<file path="src/source/memPkg.sv">
// Shared widths, encodings and bus structs for the block-transfer memory subsystem
// Block select plus word index must fill the SRAM address exactly
// Buffer depth and credit limits here also bound the host and sink behaviour
`default_nettype none

package memPkg;

	// Memory geometry
	localparam int SRAM_WORDS = 2048;
	localparam int BLOCK_WORDS = 32;
	localparam int DATA_WIDTH = 32;

	// Derived address widths
	localparam int SRAM_ADDR_WIDTH = $clog2(SRAM_WORDS);
	localparam int INDEX_WIDTH = $clog2(BLOCK_WORDS);
	localparam int BLOCK_SEL_WIDTH = SRAM_ADDR_WIDTH - INDEX_WIDTH;

	// Command buffer depth equals the host's starting credit
	localparam int CMD_CREDITS = 2;
	localparam int CMD_PTR_WIDTH = $clog2(CMD_CREDITS);

	// Result credits held by the result port
	localparam int RESULT_CREDIT_MAX = 4;
	localparam int CREDIT_CNT_WIDTH = $clog2(RESULT_CREDIT_MAX + 1);

	// All four codes are legal operations
	typedef enum logic [1:0] {
		OP_FILL = 2'd0,
		OP_LOAD = 2'd1,
		OP_DUMP = 2'd2,
		OP_WRITEBACK = 2'd3
	} opcodeE;

	typedef enum logic [2:0] {
		ST_IDLE = 3'd0,
		ST_FILL = 3'd1,
		ST_LOAD = 3'd2,
		ST_DUMP = 3'd3,
		ST_WRITEBACK = 3'd4
	} engineStateE;

	// One host command, 40 bits
	typedef struct packed {
		opcodeE opcode;
		logic [BLOCK_SEL_WIDTH-1:0] block;
		logic [DATA_WIDTH-1:0] seed;
	} memCmdT;

	// One DUMP result, 37 bits
	typedef struct packed {
		logic [INDEX_WIDTH-1:0] index;
		logic [DATA_WIDTH-1:0] data;
	} resultT;

endpackage

`default_nettype wire

</file>
<file path="src/source/regFile.sv">
// Register file of 32 words with one write port and one registered read port
// Read of the address under write returns the old value
// No reset, registers hold garbage until loaded
`timescale 1ns/1ps
`default_nettype none

module regFile (
	input logic clk,
	input logic we,
	input logic [memPkg::INDEX_WIDTH-1:0] waddr,
	input logic [memPkg::DATA_WIDTH-1:0] wdata,
	input logic [memPkg::INDEX_WIDTH-1:0] raddr,
	output logic [memPkg::DATA_WIDTH-1:0] rdata
);

	logic [memPkg::DATA_WIDTH-1:0] regs [memPkg::BLOCK_WORDS];

	// Write port
	always_ff @(posedge clk) begin
		if (we) begin
			regs[waddr] <= wdata;
		end
	end

	// Read port, one cycle of latency
	always_ff @(posedge clk) begin
		rdata <= regs[raddr];
	end

endmodule

`default_nettype wire

</file>
<file path="config.mk">
export PLATFORM = sky130hd
export DESIGN_NAME = regFile
export DESIGN_NICKNAME = d
export VERILOG_FILES = /design/src/source/memPkg.sv /design/src/source/regFile.sv
export SDC_FILE = /design/constraint.sdc
export NUM_CORES = 1
export LEC_CHECK = 0
export CAP_MARGIN = 20
export CORE_MARGIN = 4
export CORE_UTILIZATION = 30
export CTS_BUF_LIST = sky130_fd_sc_hd__clkbuf_16
export CTS_CLUSTER_DIAMETER = 40
export CTS_CLUSTER_SIZE = 8
export DETAILED_ROUTE_END_ITERATION = 8
export DONT_BUFFER_PORTS = 1
export MAX_ROUTING_LAYER = met4
export RECOVER_POWER = 25
export SLEW_MARGIN = 20
export SYNTH_ARGS = -nofsm -noshare
export SYNTH_HDL_FRONTEND = slang
export SYNTH_SLANG_ARGS = --single-unit
</file>
<file path="constraint.sdc">
create_clock -name clk -period 3.2 [get_ports clk]
set_input_delay 0 -clock clk [delete_from_list [all_inputs] [get_ports clk]]
set_output_delay 0 -clock clk [all_outputs]
set_load 0.01 [all_outputs]
</file>
==> key figures <==
Power and ir drop
  • Clk pwr share: 47.4%
  • Leak: 16.8 nW
  • Comb power frac: 4.1%
  • Power density over the cells: 666 nW/um2
  • Net Sw Frac: 21.5%
  • P_sw: 6.92 mW
  • Flop pwr share: 48.4%
  • VDD IR max: 0.597 mV
  • Cell Int Power: 25.3 mW

Global routing
  • Total congestion overflow: 0
  • Initial antenna violation count: 0
  • Largest net degree at the start of global routing: 458
  • GR Util All Layers: 15.0%
  • First-pass GRT wire length: 152000 um
  • Vias in the first global route: 21240

Cells and area
  • Ant. Diodes: 0
  • Share of layout cells above drive strength 1: 12.0%
  • Fin nets: 2488
  • Syn-to-layout area delta: 19.3%
  • FILL cells: 12400
  • Sequential cell area: 31400 um2
  • Final Core Density: 36.1%
  • Multi-input gate area: 8610 um2

Run status
  • Status: finished, violations left
  • Violated checks: capacitance limit, slew limit

Floorplanning
  • Die W: 375 um
  • DIE HEIGHT: 375 um
  • Io pins: 76
  • Die area: 141000 um2
  • Starting Density: 30.3%
  • Core Box Area: 134000 um2
  • Row Count: 134

Worst hold path
  • Worst Hold Class: in2reg

Synth
  • Post-synthesis cell type count: 25
  • Synthesis Warnings: 0
  • Post-synth EDFFs: 1024
  • Top post-synthesis cells by count: edfxtp_1, mux2i_1, nand2_1, nand3_1
  • Syn Nets: 2304
  • Number of synthesized register bits: 1056
  • Yosys top cell area share: 76.0%
  • Seq/Total Area, Yosys: 77.5%
  • Post-Syn Area: 40500 um2
  • Most numerous cell in the Yosys netlist: edfxtp_1
  • Mapped Cells: 2260
  • Syn Area/Cell: 17.9 um2
  • Most used DFF post-synth: edfxtp_1
  • Async set or reset register ratio after synthesis: 0%
  • Post-synth top area cell: edfxtp_1
  • Synth area leaders: edfxtp_1, mux2i_1, a22oi_1

Routing
  • Drt wl/cell: 24.4 um
  • DRT Pass-1 Iters: 5
  • Vias per Instance: 4.91
  • Total Wirelength: 105000 um
  • Post-route DRC: 0
  • Via count: 21184
  • Detail Route Antenna Nets: 0
  • First-iteration detailed-routing DRC count: 2044

Critical path
  • Crit path DAT: 3720 ps
  • Max Fanout on Critical Path: 22
  • WS Path Type: in2reg
  • CP required: 3810 ps
  • Endpoint type of the worst setup path: register
  • Startpoint types: input port

Clocking
  • Clock Sinks: 1056
  • Hold buffer count at cts: 79
  • CTS tree: yes
  • CTS max path bufs: 3
  • # H-tree levels: 4
  • Worst-Skew Late Latency: 740 ps
  • TritonCTS buffer count: 160
  • Clock Tree Root: clkbuf_16
  • Clock-pin slew on the worst setup and hold paths: 50 ps
  • Post-CTS sizing: 0
  • Total setup buffers inserted after CTS: 0

Timing
  • Setup repair after global routing missed its margin: no
  • Final Cycle Share: 97.1%
  • Number of max-slew violations in the final report: 808
  • # setup viols final: 0
  • Clk_skew: 21.9 ps
  • Fmax: 322 MHz
  • Minimum clock period after layout: 3110 ps
  • Final hold vios: 0
  • Worst slew pin tran: 2610 ps
  • Setup TNS: 0 ps
  • Tightest hold margin: 39.3 ps
  • Max_slew headroom: -74.2%

Run
  • Maxcap violations: 16

Placement
  • PortBufs: 0
  • Gpl congestion: 0.783
  • DP Wirelength: 58000 um
-- flip-flops by register name, indices dropped and copies added, names as in the netlist --
name	count
regs	1024
rdata	32
-- through the flow --
step / setup slack, ps / area (um2) / power [mW] / std cells
2_1_floorplan: 766 / 40500 / 16.5 / 2260
3_3_place_gp: 1110 / 42800 / 16.8 / 3964
3_5_place_dp: 1080 / 42800 / 16.8 / 3964
4_1_cts: 120 / 48600 / 32.5 / 4310
5_1_grt: 15.1 / 48300 / 33.2 / 4317
6_report: 93.0 / 48300 / 32.2 / 4317
-- critical path, stage by stage --
cell	delay (ps)
dlygate4sd3_1	650
nor2b_4	690
dlygate4sd3_1	840
a22oi_1	110
dlygate4sd3_1	590
a31oi_1	170
dlygate4sd3_1	580
nand3_1	60
-- cell usage in the layout (no fill, tap or decap), types with 5 or more instances in the layout --
master	netlist	routed
a21oi_1	96	96
dlygate4sd3_1	0	53
nor2_4	0	33
inv_1	0	71
buf_4	33	56
buf_2	26	6
nand3b_1	5	5
clkbuf_16	0	160
buf_12	0	12
clkbuf_1	46	21
mux2i_1	512	512
nor3_1	32	32
a22o_1	64	64
clkinv_8	0	7
edfxtp_1	1024	1024
clkinv_1	0	8
nand3_1	98	98
a22oi_1	96	96
a31oi_1	32	32
dfxtp_1	32	32
nand2_1	98	97
-- power by group through the flow --
stage | registers (mW) | clock network, mW | logic [mW]
final | 15.6 | 15.3 | 1.33
after floorplan | 15.7 | 0 | 0.794
after global routing | 15.6 | 16.2 | 1.39
after CTS | 15.6 | 15.5 | 1.34
after detailed placement | 15.8 | 0 | 0.950
after global placement | 15.8 | 0 | 0.951
-- kinds of logic after synthesis --
family / count (synthesis) / share of synthesized area [%]
flops: 1056 / 77.5
compound gates: 288 / 4.85
buf+inv: 127 / 1.86
mux: 512 / 12.7
simple gates: 277 / 3.10
-- routing by layer --
metal  vias to the layer above  track usage [%]  share of wire, %
met3                       149             2.77               5.5
met4                         0             3.85               1.8
li1                       9393                -                 -
met2                       650             24.0                49
met5                         -                -                 0
met1                     10992             19.7                44
-- final cells by class --
type	instances	share of cell area [%]
Clock buffer	160	8.29
Clock inverter	107	1.53
Multi-Input combinational cell	1077	17.8
Sequential cell	1056	65.0
Tap cell	1768	4.58
Timing Repair Buffer	149	2.75
-- final timing paths --
kind	slack [ps]	cells past startpoint	to	startpoint
setup / recovery	90	8	rdata[25]	raddr[2]
hold / removal	40	4	rdata[16]	raddr[2]
setup reg to reg	1050	6	rdata[25]	regs[19][25]
hold reg to reg	590	4	rdata[31]	regs[10][31]
Note: power is estimated with default switching activity, not from simulation.
