File: src/source/memPkg.sv
// Shared widths, encodings and bus structs for the block-transfer memory subsystem
// Block select plus word index must fill the SRAM address exactly
// Buffer depth and credit limits here also bound the host and sink behaviour
`default_nettype none

package memPkg;

	// Memory geometry
	localparam int SRAM_WORDS = 2048;
	localparam int BLOCK_WORDS = 32;
	localparam int DATA_WIDTH = 32;

	// Derived address widths
	localparam int SRAM_ADDR_WIDTH = $clog2(SRAM_WORDS);
	localparam int INDEX_WIDTH = $clog2(BLOCK_WORDS);
	localparam int BLOCK_SEL_WIDTH = SRAM_ADDR_WIDTH - INDEX_WIDTH;

	// Command buffer depth equals the host's starting credit
	localparam int CMD_CREDITS = 2;
	localparam int CMD_PTR_WIDTH = $clog2(CMD_CREDITS);

	// Result credits held by the result port
	localparam int RESULT_CREDIT_MAX = 4;
	localparam int CREDIT_CNT_WIDTH = $clog2(RESULT_CREDIT_MAX + 1);

	// All four codes are legal operations
	typedef enum logic [1:0] {
		OP_FILL = 2'd0,
		OP_LOAD = 2'd1,
		OP_DUMP = 2'd2,
		OP_WRITEBACK = 2'd3
	} opcodeE;

	typedef enum logic [2:0] {
		ST_IDLE = 3'd0,
		ST_FILL = 3'd1,
		ST_LOAD = 3'd2,
		ST_DUMP = 3'd3,
		ST_WRITEBACK = 3'd4
	} engineStateE;

	// One host command, 40 bits
	typedef struct packed {
		opcodeE opcode;
		logic [BLOCK_SEL_WIDTH-1:0] block;
		logic [DATA_WIDTH-1:0] seed;
	} memCmdT;

	// One DUMP result, 37 bits
	typedef struct packed {
		logic [INDEX_WIDTH-1:0] index;
		logic [DATA_WIDTH-1:0] data;
	} resultT;

endpackage

`default_nettype wire

File: src/source/resultPort.sv
// Result output for DUMP with sink credit tracking
// Credits start at zero and saturate at RESULT_CREDIT_MAX
// Each result leaves two cycles after its issue, one per register file read
`timescale 1ns/1ps
`default_nettype none

module resultPort (
	input logic clk,
	input logic rst,
	input logic dumpIssue,
	input logic [memPkg::INDEX_WIDTH-1:0] dumpIndex,
	input logic [memPkg::DATA_WIDTH-1:0] rfRdata,
	input logic resultCredit,
	output logic resultCanIssue,
	output logic resultValid,
	output memPkg::resultT result
);

	logic [memPkg::CREDIT_CNT_WIDTH-1:0] creditCount;
	// Issue and index lined up with the register file data
	logic issueDly;
	logic [memPkg::INDEX_WIDTH-1:0] indexDly;

	// Engine may read only against a held credit
	assign resultCanIssue = (creditCount != '0);

	always_ff @(posedge clk) begin
		if (rst) begin
			creditCount <= '0;
			issueDly <= 1'b0;
			resultValid <= 1'b0;
		end else begin
			issueDly <= dumpIssue;
			resultValid <= issueDly;
			// Issue and grant together cancel
			if (resultCredit && !dumpIssue) begin
				// Grants beyond the maximum are dropped
				if (creditCount != memPkg::CREDIT_CNT_WIDTH'(memPkg::RESULT_CREDIT_MAX)) begin
					creditCount <= creditCount + 1'b1;
				end
			end else if (dumpIssue && !resultCredit) begin
				creditCount <= creditCount - 1'b1;
			end
		end
	end

	// Payload path
	always_ff @(posedge clk) begin
		indexDly <= dumpIndex;
		result.index <= indexDly;
		result.data <= rfRdata;
	end

endmodule

`default_nettype wire

File: config.mk
export PLATFORM = sky130hd
export DESIGN_NAME = resultPort
export DESIGN_NICKNAME = d
export VERILOG_FILES = /design/src/source/memPkg.sv /design/src/source/resultPort.sv
export SDC_FILE = /design/constraint.sdc
export NUM_CORES = 1
export LEC_CHECK = 0
export ABC_AREA = 1
export BUFFER_PORTS_ARGS = -buffer_cell sky130_fd_sc_hd__buf_4
export CORE_UTILIZATION = 38
export CTS_CLUSTER_SIZE = 8
export DETAILED_ROUTE_END_ITERATION = 10
export HOLD_SLACK_MARGIN = 0.06
export PLACE_DENSITY = 0.79
export SETUP_SLACK_MARGIN = 0.02
export SLEW_MARGIN = 20
export SYNTH_ARGS = -nofsm -noshare
export SYNTH_HDL_FRONTEND = slang
export SYNTH_SLANG_ARGS = --single-unit
export TNS_END_PERCENT = 50
File: constraint.sdc
create_clock -name clk -period 1.8 [get_ports clk]
set_clock_uncertainty 0.1 [all_clocks]
set_input_delay 0.18 -clock clk [delete_from_list [all_inputs] [get_ports clk]]
set_output_delay 0.18 -clock clk [all_outputs]
set_load 0.05 [all_outputs]
==> reports/qor_table.md <==
| Item | Value |
|:---|:---|
| Outcome | completed |
| Leakage power figure | 1.09 nW |
| Dominant cells by area after synthesis | dfxtp_1, nand3_1, nand2_1 |
| Average cell area after synthesis | 13.9 sq um |
| Full die area | 3140 sq um |
| Met1 Use GR | 27.3% |
| Final number of max-transition violations | 0 |
| PD cells | 1060 nW/um^2 |
| Gr usage total | 26.7% |
| Half-perimeter wire length after detailed placement | 1890 um |
| Synth area leader | dfxtp_1 |
| Post-synth net total | 122 |
| Worst slew pin tran | 0.165 ns |
| Post-layout utilization of the core | 81.1% |
| Global-route wire length before repair | 5850 um |
| Cell at the root of the clock tree | clkbuf_4 |
| Number of antenna violations at the first check in global routing | 0 |
| Vias in the first global route | 1,200 |
| Number of buffers added by the clock tree synthesis step | 5 |
| Met3 Usage GRT | 12.8% |
| Largest fanout of any net on the critical path | 4 |
| Effective utilization at floorplan | 40.2% |
| H-tree lvl count | 2 |
| Final period util | 77.4% |
| Cell family with the largest share of critical-path delay | flip-flops |
| Count of buffering cells on the critical path with inverters included | 2 |
| Worst slack at placement | 0.386 ns |
| Worst Hold Class | input port to register |
| Share of the synthesized area in the top cell type | 84.8% |
| GRT busiest layer | met2 |
| Diodes inserted | 0 |
| CP Cell Sequence | inv_2, nand3_1, buf_4 |
| Crit-path slowest cell | dfxtp_1 |
| Number of gates resized after cts | 0 |
| Part of the Yosys area used for sequential elements | 84.8% |
| Maximum single-stage delay on the critical path | 0.40 ns |
| Area growth from synthesis to layout | 102% |
| # placed instances | 190 |
| Final cell count without fillers | 237 |
| Leading cell type in the layout, fill and taps excluded | buf_4 |
| Cells after Synth | 80 |
| Buffer count from post-CTS setup fixing | 0 |
| Post-synthesis instance area | 1110 sq um |
| Height of the die | 56.0 um |
| Max Freq | 0.718 GHz |
| Number of design-rule violations left by the first detailed-router iteration | 34 |
| Max transition margin | 89.1% |
| Seq cells post-synth | 47 |
| Grt ovf | 0 |
| Pin count of the biggest net entering global routing | 16 |
| Data arrival time of the worst path | 1.11 ns |
| Setup crit end kind | primary output |
| Clock tree from TritonCTS | yes |
| Max capacitance violation total | 0 |
| Least setup slack across all paths after layout | 0.407 ns |
| Final Hold Slack | 0.153 ns |
| Number of hold violations in the final report | 0 |
| Total Nets Final | 247 |
| Sum Neg Setup Slack | 0 ns |
| Start-to-end type of the worst setup path | register to primary output |
| Worst path required time | 1.52 ns |
| Library cells used by synthesis | 12 |
| Ratio of cells with drive above 1 in the final layout | 46.6% |
| Final routed DRC violation total | 0 |
| First-pass detailed-route iteration total | 4 |
| Most frequent cells in the layout | buf_4, dfxtp_1, dlygate4sd3_1 |
| Total of buffers placed on input and output ports | 79 |
| Maximum buffer depth of the clock tree | 2 |
| Detailed-route vias per instance | 4.40 |
| Number of failing setup endpoints in the final timing report | 0 |
| Final WL | 3890 um |
| Die X-Extent | 56.0 um |
| Clock insertion delay at the later pin of the skew report | 0.36 ns |
| Post-layout power | 2.36 mW |
| Clock sink count | 47 |
| Final Critical Period | 1.39 ns |
| Drt wl/cell | 16.4 um |
| FP Rows | 19 |
| Post-route cell area | 2240 sq um |
| Clock input transition at the sequential cells of the worst setup and hold paths | 0.13 ns |
| Area inside the core boundary | 2760 sq um |
| Vias after detailed routing | 1,043 |
| YS warnings | 0 |
| Antenna Nets Post-Route | 0 |
| Setup repair after global routing missed its margin | no |
| Worst vdd ir | 1.20 mV |
| Number of primary I/O pins | 80 |
| Met2 capacity usage during global routing | 47.3% |
| Post-CTS Hold Buffers | 39 |
| Placement-stage cell area | 1740 sq um |
| Global placer's final weighted congestion | 0.851 |
| Crit start category | register |
## synthesized netlist by cell type
master and number:
nand2_2 1, nor2_1 6, a21oi_1 1, inv_1 5
nand2_1 6, inv_2 4, nand3_1 5, nor2_2 2
dfxtp_1 47, a21boi_2 1, fa_1 1, nand3_2 1
## power by group
group,switching [mW],internal (mW),leakage [nW]
combinational,0.267,0.193,0.639
sequential,0.0264,1.10,0.396
clock,0.343,0.432,0.0514
total,0.637,1.73,1.09
## area by class of cell
type	instances	area, sq um
fill	147	520
clock buffer	5	37.5
clock inverter	3	67.6
sequential	47	941
multi-input combinational	24	135
timing repair buffer	118	983
tap	31	38.8
inverter	9	33.8
## sequential cells by signal, summed over array words and instances, names as in the netlist
| signal | count |
|---|---|
| issueDly | 1 |
| resultValid | 1 |
| creditCount | 3 |
| indexDly | 5 |
| result | 37 |
## worst reg2reg max path: cells and delay by family, from the launching register on
kind            cells  cell delay (ns)
compound gates      1             0.15
fa+ha+maj           1             0.42
buf+inv             1             0.09
flops               1             0.36
simple gates        2             0.17
## path summary, 6_finish.rpt
check | startpoint | end | slack, ns | cells past startpoint
hold / removal | dumpIssue | creditCount[2] | 0.15 | 4
hold reg to reg | indexDly[3] | result[35] | 0.25 | 0
setup reg to reg | creditCount[0] | creditCount[2] | 0.42 | 5
setup / recovery | creditCount[0] | resultCanIssue | 0.41 | 3
## cell families (layout without fill, tap and decap cells)
kind of cell / Yosys count / count (layout) / share of synthesized area [%]
buffers and inverters: 9 / 135 / 3.04
adders and majority gates: 1 / 1 / 1.80
and+or+nand+nor: 21 / 21 / 8.91
DFF: 47 / 47 / 84.8
AOI/OAI and AO/OA: 2 / 2 / 1.47
## routing by layer
metal / wire length, um / vias up
li1: - / 491
met4: 74 / 0
met1: 1430 / 488
met5: 0 / -
met3: 338 / 6
met2: 2050 / 58
No activity file was read; power rests on OpenSTA's default activity.
