**config.mk**
```make
export PLATFORM = sky130hd
export DESIGN_NAME = cmdDecoder
export DESIGN_NICKNAME = d
export VERILOG_FILES = /design/src/source/memPkg.sv /design/src/source/cmdDecoder.sv
export SDC_FILE = /design/constraint.sdc
export NUM_CORES = 1
export LEC_CHECK = 0
export ABC_AREA = 1
export ABC_CLOCK_PERIOD_IN_PS = 2900
export BUFFER_PORTS_ARGS = -buffer_cell sky130_fd_sc_hd__clkbuf_2
export CORE_MARGIN = 5
export CORE_UTILIZATION = 46
export CTS_CLUSTER_DIAMETER = 40
export DETAILED_ROUTE_END_ITERATION = 16
export PLACE_DENSITY = 0.72
export SKIP_LAST_GASP = 1
export SLEW_MARGIN = 15
export SYNTH_ARGS = -nofsm -noshare
export SYNTH_HDL_FRONTEND = slang
export SYNTH_SLANG_ARGS = --single-unit
export TNS_END_PERCENT = 1
```
**constraint.sdc**
```tcl
create_clock -name clk -period 2.9 [get_ports clk]
set_input_delay 0.145 -clock clk [delete_from_list [all_inputs] [get_ports clk]]
set_output_delay 0.145 -clock clk [all_outputs]
set_load 0.02 [all_outputs]
```
**src/source/memPkg.sv**
```systemverilog
// Shared widths, encodings and bus structs for the block-transfer memory subsystem
// Block select plus word index must fill the SRAM address exactly
// Buffer depth and credit limits here also bound the host and sink behaviour
`default_nettype none

package memPkg;

	// Memory geometry
	localparam int SRAM_WORDS = 2048;
	localparam int BLOCK_WORDS = 32;
	localparam int DATA_WIDTH = 32;

	// Derived address widths
	localparam int SRAM_ADDR_WIDTH = $clog2(SRAM_WORDS);
	localparam int INDEX_WIDTH = $clog2(BLOCK_WORDS);
	localparam int BLOCK_SEL_WIDTH = SRAM_ADDR_WIDTH - INDEX_WIDTH;

	// Command buffer depth equals the host's starting credit
	localparam int CMD_CREDITS = 2;
	localparam int CMD_PTR_WIDTH = $clog2(CMD_CREDITS);

	// Result credits held by the result port
	localparam int RESULT_CREDIT_MAX = 4;
	localparam int CREDIT_CNT_WIDTH = $clog2(RESULT_CREDIT_MAX + 1);

	// All four codes are legal operations
	typedef enum logic [1:0] {
		OP_FILL = 2'd0,
		OP_LOAD = 2'd1,
		OP_DUMP = 2'd2,
		OP_WRITEBACK = 2'd3
	} opcodeE;

	typedef enum logic [2:0] {
		ST_IDLE = 3'd0,
		ST_FILL = 3'd1,
		ST_LOAD = 3'd2,
		ST_DUMP = 3'd3,
		ST_WRITEBACK = 3'd4
	} engineStateE;

	// One host command, 40 bits
	typedef struct packed {
		opcodeE opcode;
		logic [BLOCK_SEL_WIDTH-1:0] block;
		logic [DATA_WIDTH-1:0] seed;
	} memCmdT;

	// One DUMP result, 37 bits
	typedef struct packed {
		logic [INDEX_WIDTH-1:0] index;
		logic [DATA_WIDTH-1:0] data;
	} resultT;

endpackage

`default_nettype wire

```
**src/source/cmdDecoder.sv**
```systemverilog
// Two-entry command FIFO in front of the transfer engine
// The host may only send while it holds a credit, so a full buffer is never written
// Credits return one cycle after the engine takes an entry
`timescale 1ns/1ps
`default_nettype none

module cmdDecoder (
	input logic clk,
	input logic rst,
	input logic cmdValid,
	input memPkg::memCmdT cmd,
	input logic decTake,
	output logic decValid,
	output memPkg::memCmdT decCmd,
	output logic cmdCreditReturn
);

	// Buffer storage holds payload only
	memPkg::memCmdT buffer [memPkg::CMD_CREDITS];

	// Pointers carry one extra wrap bit to tell full from empty
	logic [memPkg::CMD_PTR_WIDTH:0] wrPtr;
	logic [memPkg::CMD_PTR_WIDTH:0] rdPtr;
	logic empty;
	logic full;
	logic push;
	logic pop;

	assign empty = (wrPtr == rdPtr);
	// Same slot but different lap means every entry is occupied
	assign full = (wrPtr[memPkg::CMD_PTR_WIDTH] != rdPtr[memPkg::CMD_PTR_WIDTH]) &&
		(wrPtr[memPkg::CMD_PTR_WIDTH-1:0] == rdPtr[memPkg::CMD_PTR_WIDTH-1:0]);

	assign push = cmdValid && !full;
	assign pop = decTake && !empty;

	// Head of the buffer goes straight to the engine
	assign decValid = !empty;
	assign decCmd = buffer[rdPtr[memPkg::CMD_PTR_WIDTH-1:0]];

	always_ff @(posedge clk) begin
		if (rst) begin
			wrPtr <= '0;
			rdPtr <= '0;
			cmdCreditReturn <= 1'b0;
		end else begin
			if (push) begin
				wrPtr <= wrPtr + 1'b1;
			end
			if (pop) begin
				rdPtr <= rdPtr + 1'b1;
			end
			// One credit back per entry removed
			cmdCreditReturn <= pop;
		end
	end

	// Capture the arriving command, visible at the head next cycle
	always_ff @(posedge clk) begin
		if (push) begin
			buffer[wrPtr[memPkg::CMD_PTR_WIDTH-1:0]] <= cmd;
		end
	end

endmodule

`default_nettype wire

```
==> results.sh, run 1 <==
export IMPL_firstDrtPassIters=4
export IMPL_cts_buffer_depth=2
export IMPL_cts_root_buf="clkbuf_8"
export IMPL_finalCriticalPeriod_ns=2.02
export IMPL_setup_tns_ns=0
export IMPL_fin_cells=393
export IMPL_overflow=0
export IMPL_power_leakage_nw=1.75
export IMPL_cts_tree="built"
export IMPL_synth_seq_area_share_pct=79.1
export IMPL_clock_sinks=86
export IMPL_netlist_instances=172
export IMPL_vdd_drop_max_mv=0.548
export IMPL_synth_area_um2=3190
export IMPL_cts_clk_slew_worst_paths_ns=0.08
export IMPL_max_stage_delay_ns=0.74
export IMPL_diodes=0
export IMPL_rows=30
export IMPL_period_share_pct=69.7
export IMPL_finalMaxSlewViolations=0
export IMPL_synth_distinct_cells=12
export IMPL_num_vias=1849
export IMPL_final_cell_mix="85 x clkbuf_2, 80 x edfxtp_1, 40 x mux2_2, 40 x dlygate4sd3_1, 16 x nand2_1"
export IMPL_grtUsageTotal_pct=14.0
export IMPL_fmax_mhz=494
export IMPL_grt_pass1_wl_mm=9.16
export IMPL_drt_wl_total_mm=5.79
export IMPL_arrival_ns=1.88
export IMPL_finalHoldViolCount=0
export IMPL_area_growth_pct=39.0
export IMPL_cts_resized=0
export IMPL_cts_buffers=9
export IMPL_postCtsHoldBufs=38
export IMPL_worstMarginPinSlew_ns=0.626
export IMPL_dieArea_um2=8700
export IMPL_postCtsSetupRepairBufs=0
export IMPL_endpoint_kind="primary output"
export IMPL_cp_start_kind="flip-flop"
export IMPL_final_common_cell="clkbuf_2"
export IMPL_ant_nets=0
export IMPL_drtIter0Drc=75
export IMPL_remaining_drc_errors=0
export IMPL_die_w_um=93.3
export IMPL_synth_ff_latch_count=86
export IMPL_ys_warn_count=0
export IMPL_rsz0062_at_grt="false"
export IMPL_dp_cells=337
export IMPL_nNetsFinal=352
export IMPL_crit_required_ns=2.76
export IMPL_cts_htree_levels=3
export IMPL_hpwlAfterDp_mm=3.82
export IMPL_path_max_fanout=25
export IMPL_fin_util_pct=65.6
export IMPL_via_per_inst=4.70
export IMPL_clock_latency_ns=0.33
export IMPL_antenna_found_initial=0
export IMPL_total_power_mw=3.13
export IMPL_p_per_area_nw_per_um2=706
export IMPL_drv_cap=0
export IMPL_finalSetupViolations=0
export IMPL_avgSynthCellArea_um2=18.5
export IMPL_status="complete, no violations"
export IMPL_post_drt_wl_per_cell_um=14.7
export IMPL_drive_above_1_share_pct=49.2
export IMPL_finClkSkew_ns=0.00478
export IMPL_critPathBufInv=2
export IMPL_place_area_um2=3750
export IMPL_die_y_um=93.3
export IMPL_design_area_um2=4430
export IMPL_portBuffers=85
export IMPL_gp_congestion=0.797
export IMPL_core_area_um2=6760
export IMPL_grt_max_degree=26
export IMPL_hold_class="input pin to flip-flop"
export IMPL_synthesis_nets=216
export IMPL_worst_setup_path_type="flip-flop to primary output"
export IMPL_slowest_stage="dfxtp_2"
export IMPL_crit_family="flip-flops"
export IMPL_crit_chain="buf_4, mux2_2, clkbuf_2"
export IMPL_maxSlewHeadroom_pct=58.3
export IMPL_grt_pass1_vias=1990
export IMPL_pin_count=86
export IMPL_start_util_pct=47.2
flip-flops by register name, summed over array words and instances, names as in the netlist, named ones only:
name             cells
buffer              80
wrPtr                2
cmdCreditReturn      1
rdPtr                2
power by group:
group          switching (mW)  internal, mW  total [mW]  leakage, nW
combinational           0.275         0.220       0.495        0.812
clock                   0.392         0.743        1.14        0.143
sequential             0.0420          1.46        1.50        0.798
path summary, 6_finish.rpt:
check                           startpoint       endpoint  slack [ns]  depth (start not counted)
worst max-delay path             flip-flop     decCmd[37]        0.88                          3
worst min-delay path                cmd[4]   buffer[0][4]        0.02                          1
worst max register to register    wrPtr[0]  buffer[0][18]        1.01                          7
worst min register to register    wrPtr[1]       wrPtr[1]        0.56                          2
cell usage after synthesis, drive strengths merged:
library cell   n  area, um2
nand2         21       96.3
edfxtp        80       2400
buf            4       30.0
inv            8       30.0
a21oi          4       23.8
nor2           7       26.3
nand3          2       10.0
mux2          40        450
dfxtp          6        120
worst register-to-register path, delay by kind of cell (launching register included):
family,cells,cell delay (ns)
buffers and inverters,2,0.33
flip-flops,1,0.45
AND/OR/NAND/NOR,5,0.82
metal layers:
| metal | up-vias | routed length [um] | global-route usage (%) |
|---|---|---|---|
| met3 | 2 | 332 | 4.59 |
| met2 | 55 | 3000 | 24.2 |
| met5 | - | 0 | 0 |
| met1 | 880 | 2440 | 16.5 |
| li1 | 912 | - | - |
| met4 | 0 | 23 | 4.40 |
logic make-up (layout without fill, tap and decap cells):
group                  after synthesis  after routing  synth area share [%]
DFF                                 86             86                  79.1
buffers and inverters               12            153                  1.88
muxes                               40             40                  14.1
AOI/OAI and AO/OA                    4              4                 0.745
and+or+nand+nor                     30             30                  4.16
through the flow:
stage / hold slack [ns] / setup slack, ns
6_report: 0.0224 / 0.878
5_1_grt: 0.00604 / 0.754
4_1_cts: 0.00481 / 0.822
3_5_place_dp: 0.337 / 1.01
3_3_place_gp: 0.335 / 1.07
2_1_floorplan: 0.217 / 0.0653
final cells by class:
| class | instances | area [um2] |
|---|---|---|
| Inverter | 8 | 30.0 |
| Multi-Input combinational cell | 74 | 614 |
| Fill cell | 485 | 2320 |
| Clock buffer | 9 | 124 |
| Sequential cell | 86 | 2520 |
| Tap cell | 80 | 100 |
| Clock inverter | 7 | 160 |
| Timing Repair Buffer | 129 | 881 |
Note: power is estimated with default switching activity, not from simulation.
==> run 2, diff against run 1 <==
--- a/config.mk
+++ b/config.mk
@@ -6,13 +6,13 @@
 export NUM_CORES = 1
 export LEC_CHECK = 0
 export ABC_AREA = 1
-export ABC_CLOCK_PERIOD_IN_PS = 2900
+export ABC_CLOCK_PERIOD_IN_PS = 2000
 export BUFFER_PORTS_ARGS = -buffer_cell sky130_fd_sc_hd__clkbuf_2
 export CORE_MARGIN = 5
-export CORE_UTILIZATION = 46
+export CORE_UTILIZATION = 51
 export CTS_CLUSTER_DIAMETER = 40
 export DETAILED_ROUTE_END_ITERATION = 16
-export PLACE_DENSITY = 0.72
+export PLACE_DENSITY = 0.76
 export SKIP_LAST_GASP = 1
 export SLEW_MARGIN = 15
 export SYNTH_ARGS = -nofsm -noshare
==> constraint.sdc (replaced) <==
create_clock -name clk -period 2 [get_ports clk]
set_input_delay 0.1 -clock clk [delete_from_list [all_inputs] [get_ports clk]]
set_output_delay 0.1 -clock clk [all_outputs]
set_load 0.02 [all_outputs]
==> run 2 against run 1 <==
Register-to-register slack worse by 0.56 ns. Design area down 1.3%. Critical path depth stayed put. Power rose by 31%. Clock-buffer cell count unchanged. Sequential power up 43%. Combinational power rose by 53%. Flip-flop and latch count is the same. Sequential share of layout area rose by 0.75 points. Critical path type unchanged. Largest power group unchanged. Highest routed layer unchanged.
==> results.sh, run 2 (same netlist as run 1, synthesis figures left out) <==
export IMPL_finalHoldViolCount=0
export IMPL_rows=28
export IMPL_hold_depth=3
export IMPL_pin_count=86
export IMPL_rsz0062_at_grt="false"
export IMPL_overflow=0
export IMPL_finalSetupViolations=0
export IMPL_hold_path_end="rdPtr[0]"
export IMPL_drv_cap=0
export IMPL_die_y_um=89.1
export IMPL_remaining_drc_errors=0
export IMPL_cts_clk_slew_worst_paths_ns=0.08
export IMPL_cts_htree_levels=3
export IMPL_largest_register_ffs=80
export IMPL_slowest_stage="mux2_2"
export IMPL_drtIter0Drc=65
export IMPL_grt_pass1_wl_mm=9.26
export IMPL_die_w_um=89.1
export IMPL_cts_tree="built"
export IMPL_post_drt_wl_per_cell_um=15.4
export IMPL_via_per_inst=4.83
export IMPL_fmax_mhz=631
export IMPL_grtUsageTotal_pct=16.0
export IMPL_hpwlAfterDp_mm=3.79
export IMPL_clock_latency_ns=0.35
export IMPL_grt_max_degree=41
export IMPL_arrival_ns=1.48
export IMPL_finClkSkew_ns=0.00970
export IMPL_cts_buffer_depth=2
export IMPL_setup_tns_ns=0
export IMPL_status="complete, no violations"
export IMPL_area_growth_pct=37.2
export IMPL_postCtsSetupRepairBufs=0
export IMPL_power_leakage_nw=1.72
export IMPL_gp_congestion=0.742
export IMPL_r2r_start="wrPtr[0]"
export IMPL_num_vias=1892
export IMPL_ff2ff_setup_slack_ns=0.45
export IMPL_final_common_cell="clkbuf_2"
export IMPL_post_place_ws_ns=0.481
export IMPL_grt_pass1_vias=2009
export IMPL_cts_buffers=9
export IMPL_vdd_drop_max_mv=0.660
export IMPL_endpoint_kind="primary output"
export IMPL_ant_nets=0
export IMPL_portBuffers=85
export IMPL_nNetsFinal=356
export IMPL_r2r_end="cmdCreditReturn"
export IMPL_antenna_found_initial=0
export IMPL_clock_sinks=86
export IMPL_crit_required_ns=1.90
export IMPL_diodes=0
export IMPL_drive_above_1_share_pct=48.9
export IMPL_max_stage_delay_ns=0.38
export IMPL_finalMaxSlewViolations=0
export IMPL_start_util_pct=53.2
export IMPL_maxSlewHeadroom_pct=84.3
export IMPL_crit_chain="buf_12, mux2_2, clkbuf_2"
export IMPL_worst_setup_path_type="flip-flop to primary output"
export IMPL_hp_start="decTake"
export IMPL_cp_start_kind="flip-flop"
export IMPL_hold_class="input pin to flip-flop"
export IMPL_finalCriticalPeriod_ns=1.58
export IMPL_path_max_fanout=40
export IMPL_worst_slack_ns=0.416
export IMPL_firstDrtPassIters=4
export IMPL_period_share_pct=79.2
export IMPL_worstMarginPinSlew_ns=0.235
export IMPL_cts_root_buf="clkbuf_8"
export IMPL_drt_wl_total_mm=6.03
export IMPL_reg2reg_depth=7
export IMPL_p_per_area_nw_per_um2=934
export IMPL_core_area_um2=5990
export IMPL_dieArea_um2=7940
export IMPL_final_cell_mix="85 x clkbuf_2, 80 x edfxtp_1, 42 x dlygate4sd3_1"
## run 2: cell types whose count changed in the layout (fill, tap and decap cells not counted)
cell	delta
buf_4	+2
bufinv_16	-4
clkinv_2	-1
clkinvlp_4	+4
dlygate4sd3_1	+2
inv_1	+1
inv_2	-1
inv_6	+1
## run 2: worst max-delay path by stage
stage	startpoint	end	slack (ns)	cells past startpoint
2_1_floorplan	wrPtr[0]	buffer[1][0]	0.06	6
3_3_place_gp	wrPtr[0]	buffer[0][31]	0.51	7
3_5_place_dp	wrPtr[0]	buffer[0][31]	0.48	7
4_1_cts	flip-flop	decCmd[13]	0.39	3
5_1_grt	wrPtr[0]	cmdCreditReturn	0.33	7
6_report	flip-flop	decCmd[18]	0.42	3
## run 2: layout make-up
class / count / area [um2]
Timing Repair Buffer: 133 / 916
Tap cell: 75 / 93.8
Clock buffer: 9 / 124
Multi-Input combinational cell: 74 / 614
Inverter: 8 / 30.0
Clock inverter: 7 / 73.8
Fill cell: 366 / 1620
Sequential cell: 86 / 2520
## run 2: critical path, delay by kind of cell, from the launching register on
kind	cells	cell delay, ns
mux	1	0.38
flops	1	0.35
buf+inv	2	0.39
## run 2: metrics by stage
stage / power, mW / hold slack (ns) / instances / utilization, % / instance area, um2
after floorplan: 2.64 / 0.172 / 172 / - / 3200
after global placement: 2.87 / 0.273 / 334 / 62.7 / 3760
after detailed placement: 2.89 / 0.285 / 334 / 62.7 / 3760
after CTS: 4.12 / 0.0249 / 392 / 73.0 / 4380
after global routing: 4.27 / 0.0358 / 392 / 73.0 / 4380
final: 4.09 / 0.0393 / 392 / 73.0 / 4380
## run 2: power breakdown
| group | switching, mW | internal (mW) | total [mW] |
|---|---|---|---|
| Sequential | 0.0362 | 2.11 | 2.15 |
| Combinational | 0.428 | 0.329 | 0.758 |
| Clock | 0.603 | 0.578 | 1.18 |
| Total | 1.07 | 3.02 | 4.09 |
## run 2: repair_timing
action,CTS,global route
gates resized for setup,0,0
hold buffers,42,0
hold endpoints to repair,81,0
## run 2: layer usage
layer	up-vias	routed length (um)	track usage (%)	share of wire (%)
met2	54	3160	28.1	52
met5	-	0	0	0
met3	11	406	4.70	6.7
met1	906	2360	18.2	39
li1	921	-	-	-
met4	0	99	6.90	1.6
