--- src/source/memPkg.sv ---
// Shared widths, encodings and bus structs for the block-transfer memory subsystem
// Block select plus word index must fill the SRAM address exactly
// Buffer depth and credit limits here also bound the host and sink behaviour
`default_nettype none

package memPkg;

	// Memory geometry
	localparam int SRAM_WORDS = 2048;
	localparam int BLOCK_WORDS = 32;
	localparam int DATA_WIDTH = 32;

	// Derived address widths
	localparam int SRAM_ADDR_WIDTH = $clog2(SRAM_WORDS);
	localparam int INDEX_WIDTH = $clog2(BLOCK_WORDS);
	localparam int BLOCK_SEL_WIDTH = SRAM_ADDR_WIDTH - INDEX_WIDTH;

	// Command buffer depth equals the host's starting credit
	localparam int CMD_CREDITS = 2;
	localparam int CMD_PTR_WIDTH = $clog2(CMD_CREDITS);

	// Result credits held by the result port
	localparam int RESULT_CREDIT_MAX = 4;
	localparam int CREDIT_CNT_WIDTH = $clog2(RESULT_CREDIT_MAX + 1);

	// All four codes are legal operations
	typedef enum logic [1:0] {
		OP_FILL = 2'd0,
		OP_LOAD = 2'd1,
		OP_DUMP = 2'd2,
		OP_WRITEBACK = 2'd3
	} opcodeE;

	typedef enum logic [2:0] {
		ST_IDLE = 3'd0,
		ST_FILL = 3'd1,
		ST_LOAD = 3'd2,
		ST_DUMP = 3'd3,
		ST_WRITEBACK = 3'd4
	} engineStateE;

	// One host command, 40 bits
	typedef struct packed {
		opcodeE opcode;
		logic [BLOCK_SEL_WIDTH-1:0] block;
		logic [DATA_WIDTH-1:0] seed;
	} memCmdT;

	// One DUMP result, 37 bits
	typedef struct packed {
		logic [INDEX_WIDTH-1:0] index;
		logic [DATA_WIDTH-1:0] data;
	} resultT;

endpackage

`default_nettype wire

--- src/source/transferEngine.sv ---
// Sequences FILL, LOAD, DUMP and WRITEBACK over one 32-word block at a time
// Both memories have one cycle of read latency, so copies keep one word in flight
// DUMP reads stall whenever the result port has no credit
// Commands run one at a time, taken only from ST_IDLE
`timescale 1ns/1ps
`default_nettype none

module transferEngine (
	input logic clk,
	input logic rst,
	input logic decValid,
	input memPkg::memCmdT decCmd,
	output logic decTake,
	output logic sramWe,
	output logic [memPkg::SRAM_ADDR_WIDTH-1:0] sramAddr,
	output logic [memPkg::DATA_WIDTH-1:0] sramWdata,
	input logic [memPkg::DATA_WIDTH-1:0] sramRdata,
	output logic rfWe,
	output logic [memPkg::INDEX_WIDTH-1:0] rfWaddr,
	output logic [memPkg::DATA_WIDTH-1:0] rfWdata,
	input logic [memPkg::DATA_WIDTH-1:0] rfRdata,
	output logic [memPkg::INDEX_WIDTH-1:0] rfRaddr,
	input logic resultCanIssue,
	output logic dumpIssue,
	output logic [memPkg::INDEX_WIDTH-1:0] dumpIndex
);

	memPkg::engineStateE state;
	memPkg::memCmdT cmdReg;

	// Word index and its copy one cycle behind, for data returning from a read
	logic [memPkg::INDEX_WIDTH-1:0] index;
	logic [memPkg::INDEX_WIDTH-1:0] indexDly;
	// Descending FILL value
	logic [memPkg::DATA_WIDTH-1:0] pattern;

	// Reads still to be issued for the current command
	logic issuing;
	// A read was issued last cycle and its data is on the read port now
	logic readPending;
	logic readIssue;
	logic fillStep;
	logic advance;
	logic lastWord;

	// Take the next command as soon as the engine is free
	assign decTake = (state == memPkg::ST_IDLE) && decValid;

	assign fillStep = (state == memPkg::ST_FILL);
	// Copies read every cycle, DUMP reads only against a credit
	assign readIssue = issuing && ((state == memPkg::ST_LOAD) ||
		(state == memPkg::ST_WRITEBACK) ||
		((state == memPkg::ST_DUMP) && resultCanIssue));
	assign advance = fillStep || readIssue;
	assign lastWord = (index == memPkg::INDEX_WIDTH'(memPkg::BLOCK_WORDS - 1));

	// SRAM side
	// WRITEBACK writes the word read from the register file last cycle
	assign sramWe = fillStep || ((state == memPkg::ST_WRITEBACK) && readPending);
	assign sramAddr = {cmdReg.block, (state == memPkg::ST_WRITEBACK) ? indexDly : index};
	assign sramWdata = fillStep ? pattern : rfRdata;

	// Register file side
	// LOAD writes the word read from the SRAM last cycle
	assign rfWe = (state == memPkg::ST_LOAD) && readPending;
	assign rfWaddr = indexDly;
	assign rfWdata = sramRdata;
	assign rfRaddr = index;

	// DUMP read request towards the result port
	assign dumpIssue = readIssue && (state == memPkg::ST_DUMP);
	assign dumpIndex = index;

	// Control state
	always_ff @(posedge clk) begin
		if (rst) begin
			state <= memPkg::ST_IDLE;
			issuing <= 1'b0;
			readPending <= 1'b0;
		end else begin
			readPending <= readIssue;
			if (advance && lastWord) begin
				issuing <= 1'b0;
			end
			unique case (state)
				memPkg::ST_IDLE: begin
					if (decTake) begin
						issuing <= 1'b1;
						unique case (decCmd.opcode)
							memPkg::OP_FILL: state <= memPkg::ST_FILL;
							memPkg::OP_LOAD: state <= memPkg::ST_LOAD;
							memPkg::OP_DUMP: state <= memPkg::ST_DUMP;
							memPkg::OP_WRITEBACK: state <= memPkg::ST_WRITEBACK;
						endcase
					end
				end
				// 32 write cycles, no read involved
				memPkg::ST_FILL: begin
					if (lastWord) begin
						state <= memPkg::ST_IDLE;
					end
				end
				// Leave once the final read's data has been handled
				memPkg::ST_LOAD,
				memPkg::ST_WRITEBACK,
				memPkg::ST_DUMP: begin
					if (!issuing) begin
						state <= memPkg::ST_IDLE;
					end
				end
				default: begin
					state <= memPkg::ST_IDLE;
				end
			endcase
		end
	end

	// Index, pattern and the latched command
	always_ff @(posedge clk) begin
		indexDly <= index;
		if (decTake) begin
			cmdReg <= decCmd;
			index <= '0;
			pattern <= decCmd.seed;
		end else begin
			if (advance) begin
				index <= index + 1'b1;
			end
			// Word i gets seed minus i
			if (fillStep) begin
				pattern <= pattern - 1'b1;
			end
		end
	end

endmodule

`default_nettype wire
--- config.mk ---
export PLATFORM = sky130hd
export DESIGN_NAME = transferEngine
export DESIGN_NICKNAME = d
export VERILOG_FILES = /design/src/source/memPkg.sv /design/src/source/transferEngine.sv
export SDC_FILE = /design/constraint.sdc
export NUM_CORES = 1
export LEC_CHECK = 0
export BUFFER_PORTS_ARGS = -buffer_cell sky130_fd_sc_hd__buf_2
export CAP_MARGIN = 20
export CORE_MARGIN = 2
export CORE_UTILIZATION = 46
export CTS_BUF_LIST = sky130_fd_sc_hd__clkbuf_2
export DETAILED_ROUTE_END_ITERATION = 8
export PLACE_DENSITY = 0.84
export SLEW_MARGIN = 10
export SYNTH_ARGS = -nofsm -noshare
export SYNTH_HDL_FRONTEND = slang
export SYNTH_SLANG_ARGS = --single-unit
--- constraint.sdc ---
create_clock -name clk -period 2.51 [get_ports clk]
set_clock_uncertainty 0.15 [all_clocks]
set_input_delay 0.502 -clock clk [delete_from_list [all_inputs] [get_ports clk]]
set_output_delay 0.502 -clock clk [all_outputs]
set_load 0.01 [all_outputs]
==> out/results.ini, run 1 <==
[run_status]
outcome=finished clean

[grt]
antenna_found_initial=0
grt_pass1_vias=2834
overflow=0
grt_pass1_wl_mm=13.18
grt_max_degree=60
grt_usage_pct=19.29

[logic_synthesis]
yosys_register_bits=53
syn_inst=348
ys_warn_count=0
avgSynthCellArea_um2=10.01
synth.distinct_cells=50
yosysTopAreaCellShare_pct=32.77
synth-seq-area-share_pct=41.39
ys_top_cells_by_area=edfxtp_1, mux2_2, dfxtp_1
yosysTopAreaCell=edfxtp_1
syn_area_mm2=0.003482
synthesis.nets=462

[setup_path]
endpoint_kind=primary output
critPathLaunchType=flip-flop
arrival_ns=1.83
path_max_fanout=19
worstSetupPathType=reg -> out
cp.required_ns=1.86

[pwr]
p_leak_nw=1.725
power.density_mw_per_mm2=542.4
ir_drop_mv=0.1934

[floorplan]
pin_count=202
rows=31
die_h_um=91.01
core_region_area_mm2=0.007292
initial_core_util_pct=47.75
die_x_um=91.01
dieArea_mm2=0.008282

[sta]
relSlewSlack_pct=47.34
rsz0062_at_grt=true
period_share_pct=98.77
finalHoldViolations=0
slew_viol_final=0
setup_viol=0
min_period_ns=2.479
tightest_slew_ns=0.7898
max_freq_mhz=403.4

[clock_tree]
clk_pin_slew_ns=0.28
holdBufCountCts=0
cts_tree=done
cts_buffers=5
htree_num_levels=2
cts_max_path_buffers=2
clock-sinks=53
cts-root-buf=clkbuf_2
clock_latency_ns=0.44

[cells_and_area]
antennaDiodeCount=0
final_cell_mix=buf_2, edfxtp_1, mux2_2
fin_cells=552
final_common_cell=buf_2
design_area_mm2=0.004227
fillers=673
fin_nets=566
drive_gt1_share_pct=48.34
syn2layout_area_growth_pct=21.38

[route]
drt-vias-per-instance=5.304
drt-total-wl_mm=8.696
first_iter_violations=98
first_pass_iters=4
vias=2928
wl_per_cell_um=15.75
drc=0
route.antenna.remaining_nets=0

[placement]
dpl.cell_count=539
dp_hpwl_mm=6.102
io_buffers=137
postPlaceCellArea_mm2=0.004020
place_congestion=0.8348

[run]
timing.max_cap.violations=0

[hold_path]
hold_class=in -> reg

-- logic make-up (layout without fill, tap and decap cells) --
logic type | after synthesis | after routing | share of synthesized area, %
multiplexers | 39 | 39 | 12.54
buffers and inverters | 59 | 164 | 10.71
flip-flops | 53 | 53 | 41.39
XOR/XNOR | 27 | 27 | 6.791
AND/OR/NAND/NOR | 112 | 112 | 17.75
AO/OA/AOI/OAI | 52 | 52 | 8.660
adder cells (fa/ha/maj) | 6 | 6 | 2.156
-- cells in the mapped netlist (all sizes together) --
library cell,instances
o41a,1
clkinv,1
ha,6
a21oi,13
nand3b,1
nor4,12
inv,7
a31oi,2
mux2i,2
o211ai,2
a211o,1
or4,2
dfxtp,15
a311oi,1
and2,2
nor2b,1
clkbuf,8
a22oi,1
o21ai,25
o221ai,1
xnor2,24
edfxtp,38
or3,4
xor2,3
nand3,7
nand2b,2
or2,3
nor3b,3
o41ai,1
and3,1
nand2,31
a21o,1
o31ai,2
a211oi,1
nor3,14
and4,1
mux2,37
buf,43
nor2,28
-- final timing paths --
path	start	endpoint	slack [ns]	cells after the start
setup reg to reg	pattern[20]	pattern[25]	0.14	5
hold reg to reg	dumpIndex[4]	rfWaddr[4]	0.28	0
hold / removal	decCmd[33]	sramAddr[6]	0.06	1
setup / recovery	state[2]	sramWdata[5]	0.03	5
-- layout make-up --
| type | count | area, um2 | share of cell area, % |
|---|---|---|---|
| multi-input combinational | 236 | 1694 | 40.08 |
| sequential | 53 | 1450 | 34.31 |
| timing repair buffer | 148 | 882.1 | 20.87 |
| tap | 99 | 123.9 | 2.931 |
| inverter | 8 | 30.03 | 0.7105 |
| clock buffer | 5 | 25.02 | 0.5921 |
| clock inverter | 3 | 21.27 | 0.5033 |
-- through the flow --
stage	utilization (%)	setup slack [ns]	setup TNS (ns)	total power, mW	hold WS [ns]
after floorplan	-	0.2752	0	1.698	0.2795
after global placement	55.13	0.2306	0	1.870	0.2493
after detailed placement	55.13	0.06816	0	1.897	0.2516
after CTS	56.47	-0.0002838	-0.0002838	2.263	0.03634
after global routing	57.96	-0.08797	-2.164	2.418	0.005469
final	57.96	0.03077	0	2.292	0.06309
-- critical path, cell delays in order, from the launching register on --
cell,delay [ns]
dfxtp_4,0.43
nor2b_4,0.12
and2_4,0.18
buf_12,0.16
mux2_2,0.34
buf_2,0.14
-- report_power, final --
part           internal [mW]  switching [mW]
Sequential              1.10           0.150
Combinational          0.348           0.338
Clock                 0.0694           0.286
Total                   1.52           0.774
-- registers in the layout, indices dropped and copies added, names as in the netlist --
register and count:
issuing 1, sramAddr 6, pattern 32, rfWaddr 5, readPending 1, state 3
dumpIndex 5
-- layer usage --
metal / routed length (um) / GRT usage, % / up-vias
met1: 3505 / 22.94 / 1351
met2: 4377 / 33.46 / 128
met5: 0 / 0 / -
met4: 227 / 8.333 / 0
met3: 585 / 4.232 / 30
li1: - / - / 1419
-- what timing repair did --
action / in CTS / in global routing
pin swaps: 1 / 1
gates cloned: 0 / 2
endpoints found under the setup margin: 38 / 45
buffers inserted: 2 / 1
resized for setup: 12 / 11
Note: power is estimated with default switching activity, not from simulation.
==> run 2, diff against run 1 <==
Settings changed: GPL_TIMING_DRIVEN from default to 0.
==> run 2 against run 1 <==
  * Count of clock-buffer cells in the layout stayed put
  * Cell count grew 14%
  * The flow now finishes with violations (negative setup slack)
  * Clock power decreased by 3%
  * Via count rose by 12%
==> out/results.ini, run 2 (synthesized netlist as in run 1, its figures left out) <==
[run_status]
outcome=finished with violations
violations=negative setup slack

[pwr]
p_int_mw=1.590  ; +4.7%
power.density_mw_per_mm2=506.3  ; -6.7%
swShare_pct=33.95  ; +0.19 points
power.total_mw=2.407  ; +5.0%
p_clk_share_pct=14.4  ; -1.1 points
combPwrFrac_pct=33.7  ; +3.8 points
ir_drop_mv=0.2062  ; +6.6%
p_sw_mw=0.8173  ; +5.6%
p_leak_nw=2.092  ; +21%
pwr-share-seq_pct=52.0  ; -2.6 points

[placement]
io_buffers=169  ; +23%
dpl.cell_count=616  ; +14%
dp_hpwl_mm=7.020  ; +15%
place_congestion=0.8418  ; +0.84%

[setup_path]
endpoint_kind=primary output
worstSetupPathType=reg -> out
arrival_ns=1.88  ; +0.05 ns
slowest_stage=dfxtp_4
critPathLaunchType=flip-flop
rrSetupSlack_ns=0.14  ; about the same
worstPathCellList=nor2b_4, and2_4, buf_8, mux2_2, buf_6
crit_path_max_incr_delay_ns=0.43  ; about the same
r2r_end=pattern[25]
path_max_fanout=10  ; -9
r2r-start=pattern[20]
cp.required_ns=1.86  ; about the same
r2r_cells=5  ; unchanged

[sta]
slew_viol_final=0  ; unchanged
rsz0062_at_grt=true
min_period_ns=2.530  ; +0.05047 ns
tightest_slew_ns=0.7820  ; -0.007860 ns
relSlewSlack_pct=47.87  ; +0.52 points
setup_viol=15  ; +15
period_share_pct=100.8  ; +2.0 points
finalHoldViolations=0  ; unchanged
max_freq_mhz=395.3  ; -2.0%
setup_slack_ns=-0.01971  ; -0.05047 ns

[route]
drc=0  ; unchanged
drt-total-wl_mm=9.638  ; +11%
first_iter_violations=150  ; +53%
route.antenna.remaining_nets=0  ; unchanged
drt-vias-per-instance=5.239  ; -1.2%
vias=3290  ; +12%
first_pass_iters=4  ; unchanged
wl_per_cell_um=15.35  ; -2.6%

[clock_tree]
cts_buffers=5  ; unchanged
cts_max_path_buffers=2  ; unchanged
clock_latency_ns=0.43  ; about the same
htree_num_levels=2  ; unchanged
cts_tree=done
clock-sinks=53  ; unchanged
clk_pin_slew_ns=0.27  ; about the same
cts-root-buf=clkbuf_2
holdBufCountCts=0  ; unchanged

[cells_and_area]
top_register=pattern
drive_gt1_share_pct=54.44  ; +6.1 points
fillers=629  ; -6.5%
syn2layout_area_growth_pct=36.54
fin_nets=642  ; +13%
fin_cells=628  ; +14%
final_common_cell=buf_2
final_cell_mix=buf_2, buf_4, edfxtp_1
largest_register_ffs=32  ; unchanged
antennaDiodeCount=0  ; unchanged

[run]
timing.max_cap.violations=0  ; unchanged

[floorplan]
die_h_um=91.01  ; unchanged
pin_count=202  ; unchanged
initial_core_util_pct=47.75  ; unchanged
core_region_area_mm2=0.007292  ; unchanged
die_x_um=91.01  ; unchanged
rows=31  ; unchanged
dieArea_mm2=0.008282  ; unchanged

[hold_path]
hold_depth=1  ; unchanged
worst_hold_path.endpoint=sramAddr[5]
hold_path.startpoint=decCmd[32]
hold_class=in -> reg

[grt]
grt_usage_pct=20.97  ; +1.7 points
grt_max_degree=33  ; -45%
grt_pass1_vias=3094  ; +9.2%
antenna_found_initial=0  ; unchanged
grt_pass1_wl_mm=14.08  ; +6.9%
overflow=0  ; unchanged

run 2: cell types whose count changed in the layout (fill, tap and decap cells not counted), moves of 2 or more:
| cell | before | now |
|---|---|---|
| clkinv_4 | 0 | 2 |
| mux2_2 | 37 | 26 |
| mux2_4 | 0 | 11 |
| buf_8 | 0 | 3 |
| buf_2 | 131 | 156 |
| clkbuf_1 | 0 | 6 |
| buf_4 | 5 | 41 |
| buf_12 | 3 | 0 |
| buf_6 | 7 | 16 |
run 2: cell type report:
class / count / area (um2) / share of cell area (%)
sequential: 53 / 1453 / 30.55
inverter: 8 / 35.03 / 0.7368
clock inverter: 3 / 17.52 / 0.3684
buffer: 49 / 365.4 / 7.684
tap: 99 / 123.9 / 2.605
clock buffer: 5 / 25.02 / 0.5263
multi-input combinational: 236 / 1735 / 36.50
timing repair buffer: 175 / 999.7 / 21.03
run 2: critical path, delay by kind of cell, from the launching register on:
kind	cells	cell delay (ns)
multiplexers	1	0.36
flip-flops	1	0.43
AND/OR/NAND/NOR	2	0.36
buffers and inverters	2	0.30
run 2: worst max-delay path by stage:
stage	end	slack, ns	cells after the start	from
after global routing	sramWdata[9]	-0.11	5	state[2]
after CTS	sramWdata[17]	-0.02	5	state[0]
after global placement	pattern[13]	-0.16	5	state[0]
after detailed placement	pattern[14]	-0.23	5	state[0]
final	sramWdata[24]	-0.02	5	state[2]
after floorplan	pattern[25]	0.28	5	pattern[21]
run 2: routing by layer:
metal | GRT usage, % | vias to the layer above | routed length [um]
met1 | 23.47 | 1528 | 3648
li1 | - | 1569 | -
met3 | 4.232 | 17 | 746
met2 | 38.40 | 176 | 5045
met4 | 8.965 | 0 | 197
met5 | 0 | - | 0
run 2: stage by stage:
step                      setup slack (ns)  TNS, ns  instance area [um2]  utilization [%]  hold slack [ns]
after CTS                         -0.02337  -0.1781                 4569            62.66          0.03924
after detailed placement           -0.2331   -11.00                 4452            61.05           0.2615
final                             -0.01971  -0.1270                 4755            65.20          0.07284
after global placement             -0.1618   -7.325                 4452            61.05           0.2524
after floorplan                     0.2752        0                 3482                -           0.2795
after global routing               -0.1110   -2.813                 4755            65.20          0.01486
run 2: timing repair:
action,in CTS,in global routing
buffers inserted,5,0
gates cloned,0,1
pin swaps,2,1
resized for setup,17,35
hold endpoints to repair,0,0
endpoints found under the setup margin,71,41
run 2: power groups by stage:
| stage | logic [mW] | clock network, mW | registers [mW] |
|---|---|---|---|
| floorplan | 0.467 | 0 | 1.23 |
| global placement | 0.704 | 0 | 1.25 |
| detailed placement | 0.728 | 0 | 1.26 |
| CTS | 0.747 | 0.353 | 1.25 |
| global route | 0.878 | 0.382 | 1.27 |
| finish | 0.811 | 0.346 | 1.25 |
